==> config.mk <==
export PLATFORM = sky130hd
export DESIGN_NAME = perf_profiler
export DESIGN_NICKNAME = d
export VERILOG_FILES = /design/src/design/perf_prof_pkg.sv /design/src/design/perf_profiler.sv /design/src/design/counter_bank.sv /design/src/design/event_decoder.sv /design/src/design/stall_classifier.sv
export SDC_FILE = /design/constraint.sdc
export NUM_CORES = 2
export LEC_CHECK = 0
export BUFFER_PORTS_ARGS = -buffer_cell sky130_fd_sc_hd__buf_4
export CORE_ASPECT_RATIO = 0.5
export CORE_MARGIN = 4
export CORE_UTILIZATION = 64
export CTS_CLUSTER_SIZE = 10
export DETAILED_ROUTE_END_ITERATION = 8
export PLACE_DENSITY = 0.81
export REMOVE_ABC_BUFFERS = 1
export SYNTH_ARGS = -nofsm -noshare
export SYNTH_HDL_FRONTEND = slang
export SYNTH_SLANG_ARGS = --single-unit
==> constraint.sdc <==
create_clock -name clk_i -period 4.7 [get_ports clk_i]
set_input_delay 0.47 -clock clk_i [delete_from_list [all_inputs] [get_ports clk_i]]
set_output_delay 0.47 -clock clk_i [all_outputs]
set_load 0.005 [all_outputs]
==> src/design/perf_prof_pkg.sv <==
`default_nettype none

package perf_prof_pkg;

  localparam int unsigned NUM_CNT_C = 23; // total counters in the bank.
  localparam int unsigned SEL_W_C = 5; // read select width.

  // counter map, as seen on the read port.
  localparam int unsigned CNT_MCYCLE = 0; // enabled cycles.
  localparam int unsigned CNT_MINSTRET = 1; // retired instructions.
  localparam int unsigned CNT_STALL_BASE = 2; // first of eight stall reasons.
  localparam int unsigned CNT_IC_REQ = 10; // icache accepted requests.
  localparam int unsigned CNT_IC_MISS = 11; // icache ready falling edges.
  localparam int unsigned CNT_DC_REQ = 12; // dcache accepted requests.
  localparam int unsigned CNT_DC_MISS = 13; // dcache ready falling edges.
  localparam int unsigned CNT_RDMA = 14; // ar handshakes.
  localparam int unsigned CNT_WDMA = 15; // aw handshakes.
  localparam int unsigned CNT_DMA_WAIT = 16; // cycles with dma outstanding.
  localparam int unsigned CNT_BR = 17; // resolved conditional branches.
  localparam int unsigned CNT_BR_MISS = 18;
  localparam int unsigned CNT_JALR = 19; // indirect jumps, returns excluded.
  localparam int unsigned CNT_JALR_MISS = 20;
  localparam int unsigned CNT_RET = 21; // returns.
  localparam int unsigned CNT_RET_MISS = 22;

  localparam int unsigned NUM_STALL_C = 8; // stall reasons.

  // Stall reasons, highest priority first. The encoding is also the bit
  // position in the one-hot stall strobe.
  typedef enum logic [2:0] {
    e_ic_miss = 3'd0, // fetch starved by icache.
    e_mispredict = 3'd1, // front end redirected.
    e_data_haz = 3'd2, // operand not ready.
    e_struct_haz = 3'd3, // unit busy.
    e_long_haz = 3'd4, // long latency op in flight.
    e_dc_miss = 3'd5, // dcache not ready.
    e_dma_wait = 3'd6, // bus traffic outstanding.
    e_unknown = 3'd7 // nothing above matched.
  } stall_reason_e;

  localparam int unsigned NUM_EVT_C = 13; // event strobes, counters 10 to 22.

endpackage

`default_nettype wire
==> src/design/perf_profiler.sv <==
`timescale 1ns/10ps
`default_nettype none

module perf_profiler
  import perf_prof_pkg::*;
  #(parameter int unsigned CNT_W = 32
  )
  (input wire logic clk_i
  , input wire logic rst_i
  , input wire logic en_i
  , input wire logic clear_i
  , input wire logic instret_i
  , input wire logic icache_valid_i
  , input wire logic icache_ready_i
  , input wire logic dcache_valid_i
  , input wire logic dcache_ready_i
  , input wire logic mispredict_i
  , input wire logic data_haz_i
  , input wire logic struct_haz_i
  , input wire logic long_haz_i
  , input wire logic m_arvalid_i
  , input wire logic m_arready_i
  , input wire logic m_rvalid_i
  , input wire logic m_rlast_i
  , input wire logic m_awvalid_i
  , input wire logic m_awready_i
  , input wire logic m_bvalid_i
  , input wire logic redirect_v_i
  , input wire logic redirect_miss_i
  , input wire logic br_is_br_i
  , input wire logic br_is_jalr_i
  , input wire logic br_is_ret_i
  , input wire logic [SEL_W_C-1:0] rd_sel_i
  , output logic [CNT_W-1:0] rd_data_o
  );

  logic ic_miss, dc_miss, dma_pending; // decoder to classifier.
  logic cyc_inc, ret_inc;
  logic [NUM_STALL_C-1:0] stall_hot;
  logic [NUM_EVT_C-1:0] evt;
  logic [NUM_CNT_C-1:0] inc; // bank increment vector.

  assign inc[CNT_MCYCLE] = cyc_inc;
  assign inc[CNT_MINSTRET] = ret_inc;
  assign inc[CNT_STALL_BASE +: NUM_STALL_C] = stall_hot; // counters 2 to 9.
  assign inc[CNT_IC_REQ +: NUM_EVT_C] = evt; // counters 10 to 22.

  event_decoder i_evt (.clk_i, .rst_i, .en_i, .icache_valid_i, .icache_ready_i
    , .dcache_valid_i, .dcache_ready_i, .m_arvalid_i, .m_arready_i, .m_rvalid_i
    , .m_rlast_i, .m_awvalid_i, .m_awready_i, .m_bvalid_i, .redirect_v_i
    , .redirect_miss_i, .br_is_br_i, .br_is_jalr_i, .br_is_ret_i
    , .ic_miss_o(ic_miss), .dc_miss_o(dc_miss), .dma_pending_o(dma_pending)
    , .evt_o(evt));

  stall_classifier i_stall (.clk_i, .rst_i, .en_i, .instret_i, .ic_miss_i(ic_miss)
    , .mispredict_i, .data_haz_i, .struct_haz_i, .long_haz_i, .dc_miss_i(dc_miss)
    , .dma_pending_i(dma_pending), .cyc_inc_o(cyc_inc), .ret_inc_o(ret_inc)
    , .stall_hot_o(stall_hot));

  counter_bank #(.CNT_W(CNT_W)) i_bank (.clk_i, .rst_i, .clear_i, .inc_i(inc)
    , .rd_sel_i, .rd_data_o);

endmodule

`default_nettype wire

==> src/design/counter_bank.sv <==
`timescale 1ns/10ps
`default_nettype none

module counter_bank
  import perf_prof_pkg::*;
  #(parameter int unsigned CNT_W = 32
  )
  (input wire logic clk_i
  , input wire logic rst_i
  , input wire logic clear_i // zero all, beats increments.
  , input wire logic [NUM_CNT_C-1:0] inc_i // one strobe per counter.
  , input wire logic [SEL_W_C-1:0] rd_sel_i
  , output logic [CNT_W-1:0] rd_data_o // one cycle after select.
  );

  localparam logic [CNT_W-1:0] CNT_MAX = '1; // saturation value.

  logic [CNT_W-1:0] cnt_q [NUM_CNT_C]; // counter array.
  logic [CNT_W-1:0] rd_data_q;

  // clear-up counters, saturating at all ones.
  always_ff @(posedge clk_i) begin
    if (rst_i || clear_i) begin
      for (int i = 0; i < NUM_CNT_C; i++) begin
        cnt_q[i] <= '0;
      end
    end else begin
      for (int i = 0; i < NUM_CNT_C; i++) begin
        if (inc_i[i] && (cnt_q[i] != CNT_MAX)) begin
          cnt_q[i] <= cnt_q[i] + 1'b1; // hold at max.
        end
      end
    end
  end

  // registered read, sees values before this edge's increments.
  always_ff @(posedge clk_i) begin
    if (rst_i) begin
      rd_data_q <= '0;
    end else if (rd_sel_i < NUM_CNT_C) begin
      rd_data_q <= cnt_q[rd_sel_i];
    end else begin
      rd_data_q <= '0; // unmapped select reads zero.
    end
  end

  assign rd_data_o = rd_data_q;

  a_sel_range: assert property (@(posedge clk_i) disable iff (rst_i)
    rd_sel_i < NUM_CNT_C)
    else $error("read select %0d out of range.", rd_sel_i);

endmodule

`default_nettype wire

==> src/design/event_decoder.sv <==
`timescale 1ns/10ps
`default_nettype none

module event_decoder
  import perf_prof_pkg::*;
  (input wire logic clk_i
  , input wire logic rst_i
  , input wire logic en_i
  , input wire logic icache_valid_i
  , input wire logic icache_ready_i
  , input wire logic dcache_valid_i
  , input wire logic dcache_ready_i
  , input wire logic m_arvalid_i
  , input wire logic m_arready_i
  , input wire logic m_rvalid_i
  , input wire logic m_rlast_i
  , input wire logic m_awvalid_i
  , input wire logic m_awready_i
  , input wire logic m_bvalid_i
  , input wire logic redirect_v_i // front end command accepted.
  , input wire logic redirect_miss_i // command was a mispredict.
  , input wire logic br_is_br_i
  , input wire logic br_is_jalr_i
  , input wire logic br_is_ret_i
  , output logic ic_miss_o // icache not ready, level.
  , output logic dc_miss_o // dcache not ready, level.
  , output logic dma_pending_o
  , output logic [NUM_EVT_C-1:0] evt_o
  );

  localparam int unsigned EB = CNT_IC_REQ; // counter index of evt_o[0].

  logic ic_ready_q, dc_ready_q; // ready history for edge detect.
  logic rdma_pend_q, wdma_pend_q; // outstanding read, write.
  logic ar_hs, aw_hs; // address handshakes.
  logic r_done, b_done; // final beat, write response.
  logic br_v, jalr_v, ret_v; // classified redirects.
  logic [NUM_EVT_C-1:0] evt_raw; // strobes before enable.

  assign ar_hs = m_arvalid_i & m_arready_i;
  assign aw_hs = m_awvalid_i & m_awready_i;
  assign r_done = m_rvalid_i & m_rlast_i;
  assign b_done = m_bvalid_i;

  always_ff @(posedge clk_i) begin
    if (rst_i) begin
      ic_ready_q <= 1'b1; // no false miss after reset.
      dc_ready_q <= 1'b1;
      rdma_pend_q <= 1'b0;
      wdma_pend_q <= 1'b0;
    end else begin
      ic_ready_q <= icache_ready_i;
      dc_ready_q <= dcache_ready_i;
      if (ar_hs) rdma_pend_q <= 1'b1; // set wins over clear.
      else if (r_done) rdma_pend_q <= 1'b0;
      if (aw_hs) wdma_pend_q <= 1'b1;
      else if (b_done) wdma_pend_q <= 1'b0;
    end
  end

  assign ic_miss_o = ~icache_ready_i;
  assign dc_miss_o = ~dcache_ready_i;
  assign dma_pending_o = rdma_pend_q | wdma_pend_q; // registered value.

  assign br_v = redirect_v_i & br_is_br_i;
  assign jalr_v = redirect_v_i & br_is_jalr_i & ~br_is_ret_i; // returns excluded.
  assign ret_v = redirect_v_i & br_is_ret_i;

  assign evt_raw[CNT_IC_REQ-EB] = icache_valid_i & icache_ready_i;
  assign evt_raw[CNT_IC_MISS-EB] = ~icache_ready_i & ic_ready_q; // falling edge.
  assign evt_raw[CNT_DC_REQ-EB] = dcache_valid_i & dcache_ready_i;
  assign evt_raw[CNT_DC_MISS-EB] = ~dcache_ready_i & dc_ready_q;
  assign evt_raw[CNT_RDMA-EB] = ar_hs;
  assign evt_raw[CNT_WDMA-EB] = aw_hs;
  assign evt_raw[CNT_DMA_WAIT-EB] = dma_pending_o;
  assign evt_raw[CNT_BR-EB] = br_v;
  assign evt_raw[CNT_BR_MISS-EB] = br_v & redirect_miss_i;
  assign evt_raw[CNT_JALR-EB] = jalr_v;
  assign evt_raw[CNT_JALR_MISS-EB] = jalr_v & redirect_miss_i;
  assign evt_raw[CNT_RET-EB] = ret_v;
  assign evt_raw[CNT_RET_MISS-EB] = ret_v & redirect_miss_i;

  assign evt_o = {NUM_EVT_C{en_i}} & evt_raw; // nothing counts when disabled.

  // a miss counter never runs ahead of its total.
  a_miss_implies_cnt: assert property (@(posedge clk_i) disable iff (rst_i)
    (evt_o[CNT_BR_MISS-EB] -> evt_o[CNT_BR-EB])
    && (evt_o[CNT_JALR_MISS-EB] -> evt_o[CNT_JALR-EB])
    && (evt_o[CNT_RET_MISS-EB] -> evt_o[CNT_RET-EB]))
    else $error("branch miss strobe without its count strobe.");

endmodule

`default_nettype wire

==> src/design/stall_classifier.sv <==
`timescale 1ns/10ps
`default_nettype none

module stall_classifier
  import perf_prof_pkg::*;
  (input wire logic clk_i // assertions only.
  , input wire logic rst_i
  , input wire logic en_i
  , input wire logic instret_i
  , input wire logic ic_miss_i // icache not ready.
  , input wire logic mispredict_i
  , input wire logic data_haz_i
  , input wire logic struct_haz_i
  , input wire logic long_haz_i
  , input wire logic dc_miss_i // dcache not ready.
  , input wire logic dma_pending_i // registered pending flags.
  , output logic cyc_inc_o // mcycle increment.
  , output logic ret_inc_o // minstret increment.
  , output logic [NUM_STALL_C-1:0] stall_hot_o
  );

  stall_reason_e reason; // resolved reason this cycle.
  logic stall_v; // enabled cycle with no retirement.

  assign stall_v = en_i & ~instret_i; // only non-retiring cycles are stalls.
  assign cyc_inc_o = en_i; // every enabled cycle counts.
  assign ret_inc_o = en_i & instret_i;

  // fixed priority, first match wins.
  always_comb begin
    if (ic_miss_i) begin
      reason = e_ic_miss;
    end else if (mispredict_i) begin
      reason = e_mispredict;
    end else if (data_haz_i) begin
      reason = e_data_haz;
    end else if (struct_haz_i) begin
      reason = e_struct_haz;
    end else if (long_haz_i) begin
      reason = e_long_haz;
    end else if (dc_miss_i) begin
      reason = e_dc_miss;
    end else if (dma_pending_i) begin
      reason = e_dma_wait;
    end else begin
      reason = e_unknown; // no known cause.
    end
  end

  // expand to one-hot, empty when not stalling.
  always_comb begin
    stall_hot_o = '0;
    if (stall_v) begin
      stall_hot_o[reason] = 1'b1;
    end
  end

  // A stall cycle lands in exactly one stall counter, so the stall counters
  // sum to mcycle minus minstret.
  a_stall_onehot: assert property (@(posedge clk_i) disable iff (rst_i)
    $onehot0(stall_hot_o) && (instret_i -> (stall_hot_o == '0)))
    else $error("stall strobe not one-hot or set on retire.");

endmodule

`default_nettype wire

* Word level (Yosys, flattened, before mapping)
Memory sizes are Yosys's and may differ from the RTL's. A register that Yosys moved wholly into a read port is not among the register bits. Index checks and enable logic that the tools add are counted.
Word-level totals: register bits after elaboration 4, memory bits (writable) 736, input bits 30, word-level logic and storage cells 236, memories kept 1
Cells by class: add/subtract/negate cells 23, magnitude comparators 3, equality and inequality tests 23, muxes and demuxes 108, bitwise gates (word level) 46, reductions and logical operators 28
Memory list:
- i_bank.cnt_q | depth 23, bits a word 32, read ports 24, clocked after Yosys merged registers in 1, write ports 23, RTL line counter_bank.sv:18 | logic [CNT_W-1:0] cnt_q [NUM_CNT_C];
Operators by type and width (number):
- $add 32x1->32 const B | 23
- $mux 32 | 23
- $ne 32x32->1 const B | 23
- $mux 1 | 77
- $logic_and 1x1->1 | 24
- $or 1x1->1 | 24
- $mux 3 | 6
- $and 1x1->1 | 16
- $and 13x13->13 | 1
- $mux 8 | 1
- $lt 5x5->1 const B | 1
- $not 1->1 | 5
- $lt 3x4->1 const B | 1
- $reduce_bool 2->1 | 2
- $demux 1 s3 | 1
- $ge 3x1->1 const B | 1
- $reduce_or 2->1 | 1
- $logic_or 1x1->1 | 1

* Logic depth before layout (Yosys ltp)
word-level depth 18, mapped depth 9

* Hierarchy
A second synthesis with hierarchy kept.
Second synthesis, totals: cell total of the unflattened synthesis 4423, area, all modules 46505.9 um2
By module, submodules not included:
- counter_bank | instances 1, cells each 4374, area each 46168.0 um2, seq. area each 22741.8 um2
- event_decoder | instances 1, cells each 33, area each 229.0 um2, seq. area each 80.1 um2
- stall_classifier | instances 1, cells each 16, area each 108.9 um2, seq. area each 0.0 um2

* Worst setup path before layout
OpenSTA, ideal clock, no wires.
path type input port to flip-flop, from input port icache_ready_i, to memory i_bank.cnt_q[6][0], enable pin, data arrival time 3.603 ns, required time 4.230 ns, path slack 0.627 ns, stages 4, buffers on the path 1, cells stage by stage clkbuf_1 > and3b_1 > a211o_1 > o31ai_1
RTL lines:
- start, declared | RTL line perf_profiler.sv:14 | , input wire logic icache_ready_i
- end, declared | RTL line counter_bank.sv:18

==> results_dict.tcl <==
set metrics [dict create \
    synth_edf_count 736 \
    status "finished clean" \
    place.gp.congestion 1.02 \
    yosysUniqueCellTypes 66 \
    async_flop_share_pct 0 \
    start_kind "register" \
    maxSlewHeadroom_pct 6.67 \
    core.rowCount 69 \
    setup_tns_ns 0 \
    syn_area_um2 46200 \
    grt_max_degree 109 \
    ys_seq_elements 772 \
    clock.fmax_mhz 300 \
    yosys_most_used_dff "edfxtp_1" \
    gr-usage-all-layers_pct 33.4 \
    regToRegStartpoint "i_bank.cnt_q[4][0]" \
    period_share_pct 70.9 \
    via_per_inst 6.80 \
    rsz0062_at_grt "false" \
    finalMaxSlewViolations 0 \
    worst_setup_path_end_kind "register" \
    grt_overflow 0 \
    ios 62 \
    worst_slack_ns 1.37 \
    cts_made_buffers 87 \
    synth_top_area_cell "edfxtp_1" \
    maxCapViolCount 0 \
    avgSynthCellArea_um2 10.7 \
    ir_worst_vdd_mv 0.270 \
    clkLatencyLatePin_ns 0.67 \
    yosysMostFrequentCell "nor2_1" \
    drt-initial-drc-count 5673 \
    grt_pass1_vias 33500 \
    cp_slowest_stage_delay_ns 1.01 \
    holdWs_ns 0.0736 \
    antenna_found_initial 11 \
    crit_path_top_delay_cell "or3_1" \
    dieArea_um2 76900 \
    powerDensity_nw_per_um2 318 \
    nets 4373 \
    design_power_total_w 0.0159 \
    fillers 4971 \
    ctsLongestPathBuffers 3 \
    fin_crit_ns 3.33 \
    numPortBuffers 61 \
    r2r_end "i_bank.cnt_q[4][23]" \
    ys_top_cells_by_area "edfxtp_1, xor2_1, mux4_2" \
    yosysTopAreaCellShare_pct 47.8 \
    start_util_pct 64.9 \
    area_growth_pct 7.92 \
    dr_total_vias 36200 \
    hold-path-cell-count 2 \
    crit_path_end "i_bank.cnt_q[4][23]" \
    setup_viol 0 \
    cts_hold_buf 0 \
    drtPass1Iterations 7 \
    yosys_warnings 0 \
    root_buffer "clkbuf_16" \
    clk_pin_slew_ns 0.06 \
    tritoncts "done" \
    hold_path_class "input pin to register" \
    crit_arrival_ns 3.70 \
    cts_resized 0 \
    p_leak_nw 16.6 \
    dp_hpwl_um 93200 \
    crit_type "register to register" \
    startpoint "i_bank.cnt_q[4][0]" \
    worst-path-max-fanout 32 \
    dpl_worst_slack_ns 1.31 \
    register_area_um2 22800 \
    drc 0 \
    postCtsSetupRepairBufs 0 \
    yosys-top-cells-count "nor2_1, edfxtp_1, xor2_1" \
    crit_required_ns 5.07 \
    wire_per_inst_um 24.4 \
    multi_input_area_um2 22400 \
    clock_sinks 772 \
    htree_levels 3 \
    drive_gt1_share_pct 10.2 \
    timing.reg2reg.setup_slack_ns 1.37 \
    grt_pass1_wl_um 198000 \
    cp_cell_sequence "ha_1 > and3_1 > nand3_1 > o31ai_1 > or3_1 > nor2_1" \
    syn_inst 4324 \
    finalHoldViolCount 0 \
    core_area_um2 71300 \
    drtAntennaViolNets 0 \
    ff2ff_path_depth 6 \
    finalWirelength_um 130000 \
    chipWidth_um 388 \
    tightest_slew_ns 1.39 \
    dieHeight_um 198 \
    skew_ns 0.0239 \
    ys_seq_area_share_pct 49.3 \
]
## power by group
| group | switching (W) | internal (W) | leakage (nW) | total [W] |
|---|---|---|---|---|
| clock | 0.00272 | 0.00345 | 1.15 | 0.00616 |
| sequential | 0.000539 | 0.00791 | 8.56 | 0.00845 |
| combinational | 0.000737 | 0.000516 | 6.90 | 0.00125 |
| total | 0.00399 | 0.0119 | 16.6 | 0.0159 |
## sequential cells by signal, summed over array words and instances (netlist names)
register           cells
i_evt.rdma_pend_q      1
i_evt.dc_ready_q       1
i_bank.rd_data_o      32
i_evt.ic_ready_q       1
i_bank.cnt_q         736
i_evt.wdma_pend_q      1
## layout by cell type (no fill, tap or decap), types with 55 or more instances in the layout
| cell type | instances |
|---|---|
| nor2_1 | 792 |
| edfxtp_1 | 736 |
| xor2_1 | 430 |
| nand3_1 | 325 |
| nand2_1 | 323 |
| xnor2_1 | 222 |
| nand4_1 | 220 |
| and3_1 | 167 |
| mux4_2 | 160 |
| buf_4 | 117 |
| clkbuf_16 | 89 |
| and4_1 | 81 |
| o21ai_0 | 72 |
| a21oi_1 | 70 |
| nor3_1 | 59 |
| inv_1 | 55 |
## layer usage
| metal | GRT usage [%] | routed length [um] | part of all wire, % | vias to the layer above |
|---|---|---|---|---|
| li1 | - | - | - | 15900 |
| met1 | 46.2 | 48700 | 37 | 17500 |
| met2 | 48.7 | 55800 | 43 | 2429 |
| met3 | 11.1 | 18600 | 14 | 411 |
| met4 | 14.7 | 6730 | 5.2 | 10 |
| met5 | 0 | 143 | 0.11 | - |
## layout make-up
class	count	share of cell area [%]
clock inverter	1	0.0175
tap	958	2.40
timing repair buffer	120	1.86
sequential	772	45.7
clock buffer	131	4.78
antenna	4	0.0201
multi-input combinational	3284	44.8
inverter	55	0.414
## critical path, delay by kind of cell (launching register included)
family,cells,cell delay (ns)
and+or+nand+nor,4,1.72
DFF,1,0.43
AOI/OAI and AO/OA,1,0.64
adders and majority gates,1,0.25
## cell families after synthesis
| kind of cell | share of synthesized area, % |
|---|---|
| simple gates | 23.3 |
| flops | 49.3 |
| xor+xnor | 12.3 |
| buf+inv | 2.57 |
| compound gates | 3.33 |
| mux | 8.48 |
| fa+ha+maj | 0.622 |
## through the flow
stage | util [%] | instances | instance area, um^2
after floorplan | - | 4111 | 45300
after global placement | 66.6 | 5189 | 47500
after detailed placement | 66.6 | 5189 | 47500
after CTS | 70.0 | 5321 | 49900
after global routing | 70.0 | 5321 | 49900
final | 70.0 | 5325 | 49900
## how the worst min path moves through the flow
| stage | start | end | slack, ns |
|---|---|---|---|
| 6_report | rst_i | i_evt.rdma_pend_q | 0.07 |
| 5_1_grt | rst_i | i_evt.rdma_pend_q | 0.07 |
| 4_1_cts | rst_i | i_evt.rdma_pend_q | 0.04 |
| 3_5_place_dp | i_evt.rdma_pend_q | i_evt.rdma_pend_q | 0.48 |
| 3_3_place_gp | i_evt.rdma_pend_q | i_evt.rdma_pend_q | 0.46 |
| 2_1_floorplan | i_evt.rdma_pend_q | i_evt.rdma_pend_q | 0.45 |
Note: power is estimated with default switching activity, not from simulation.
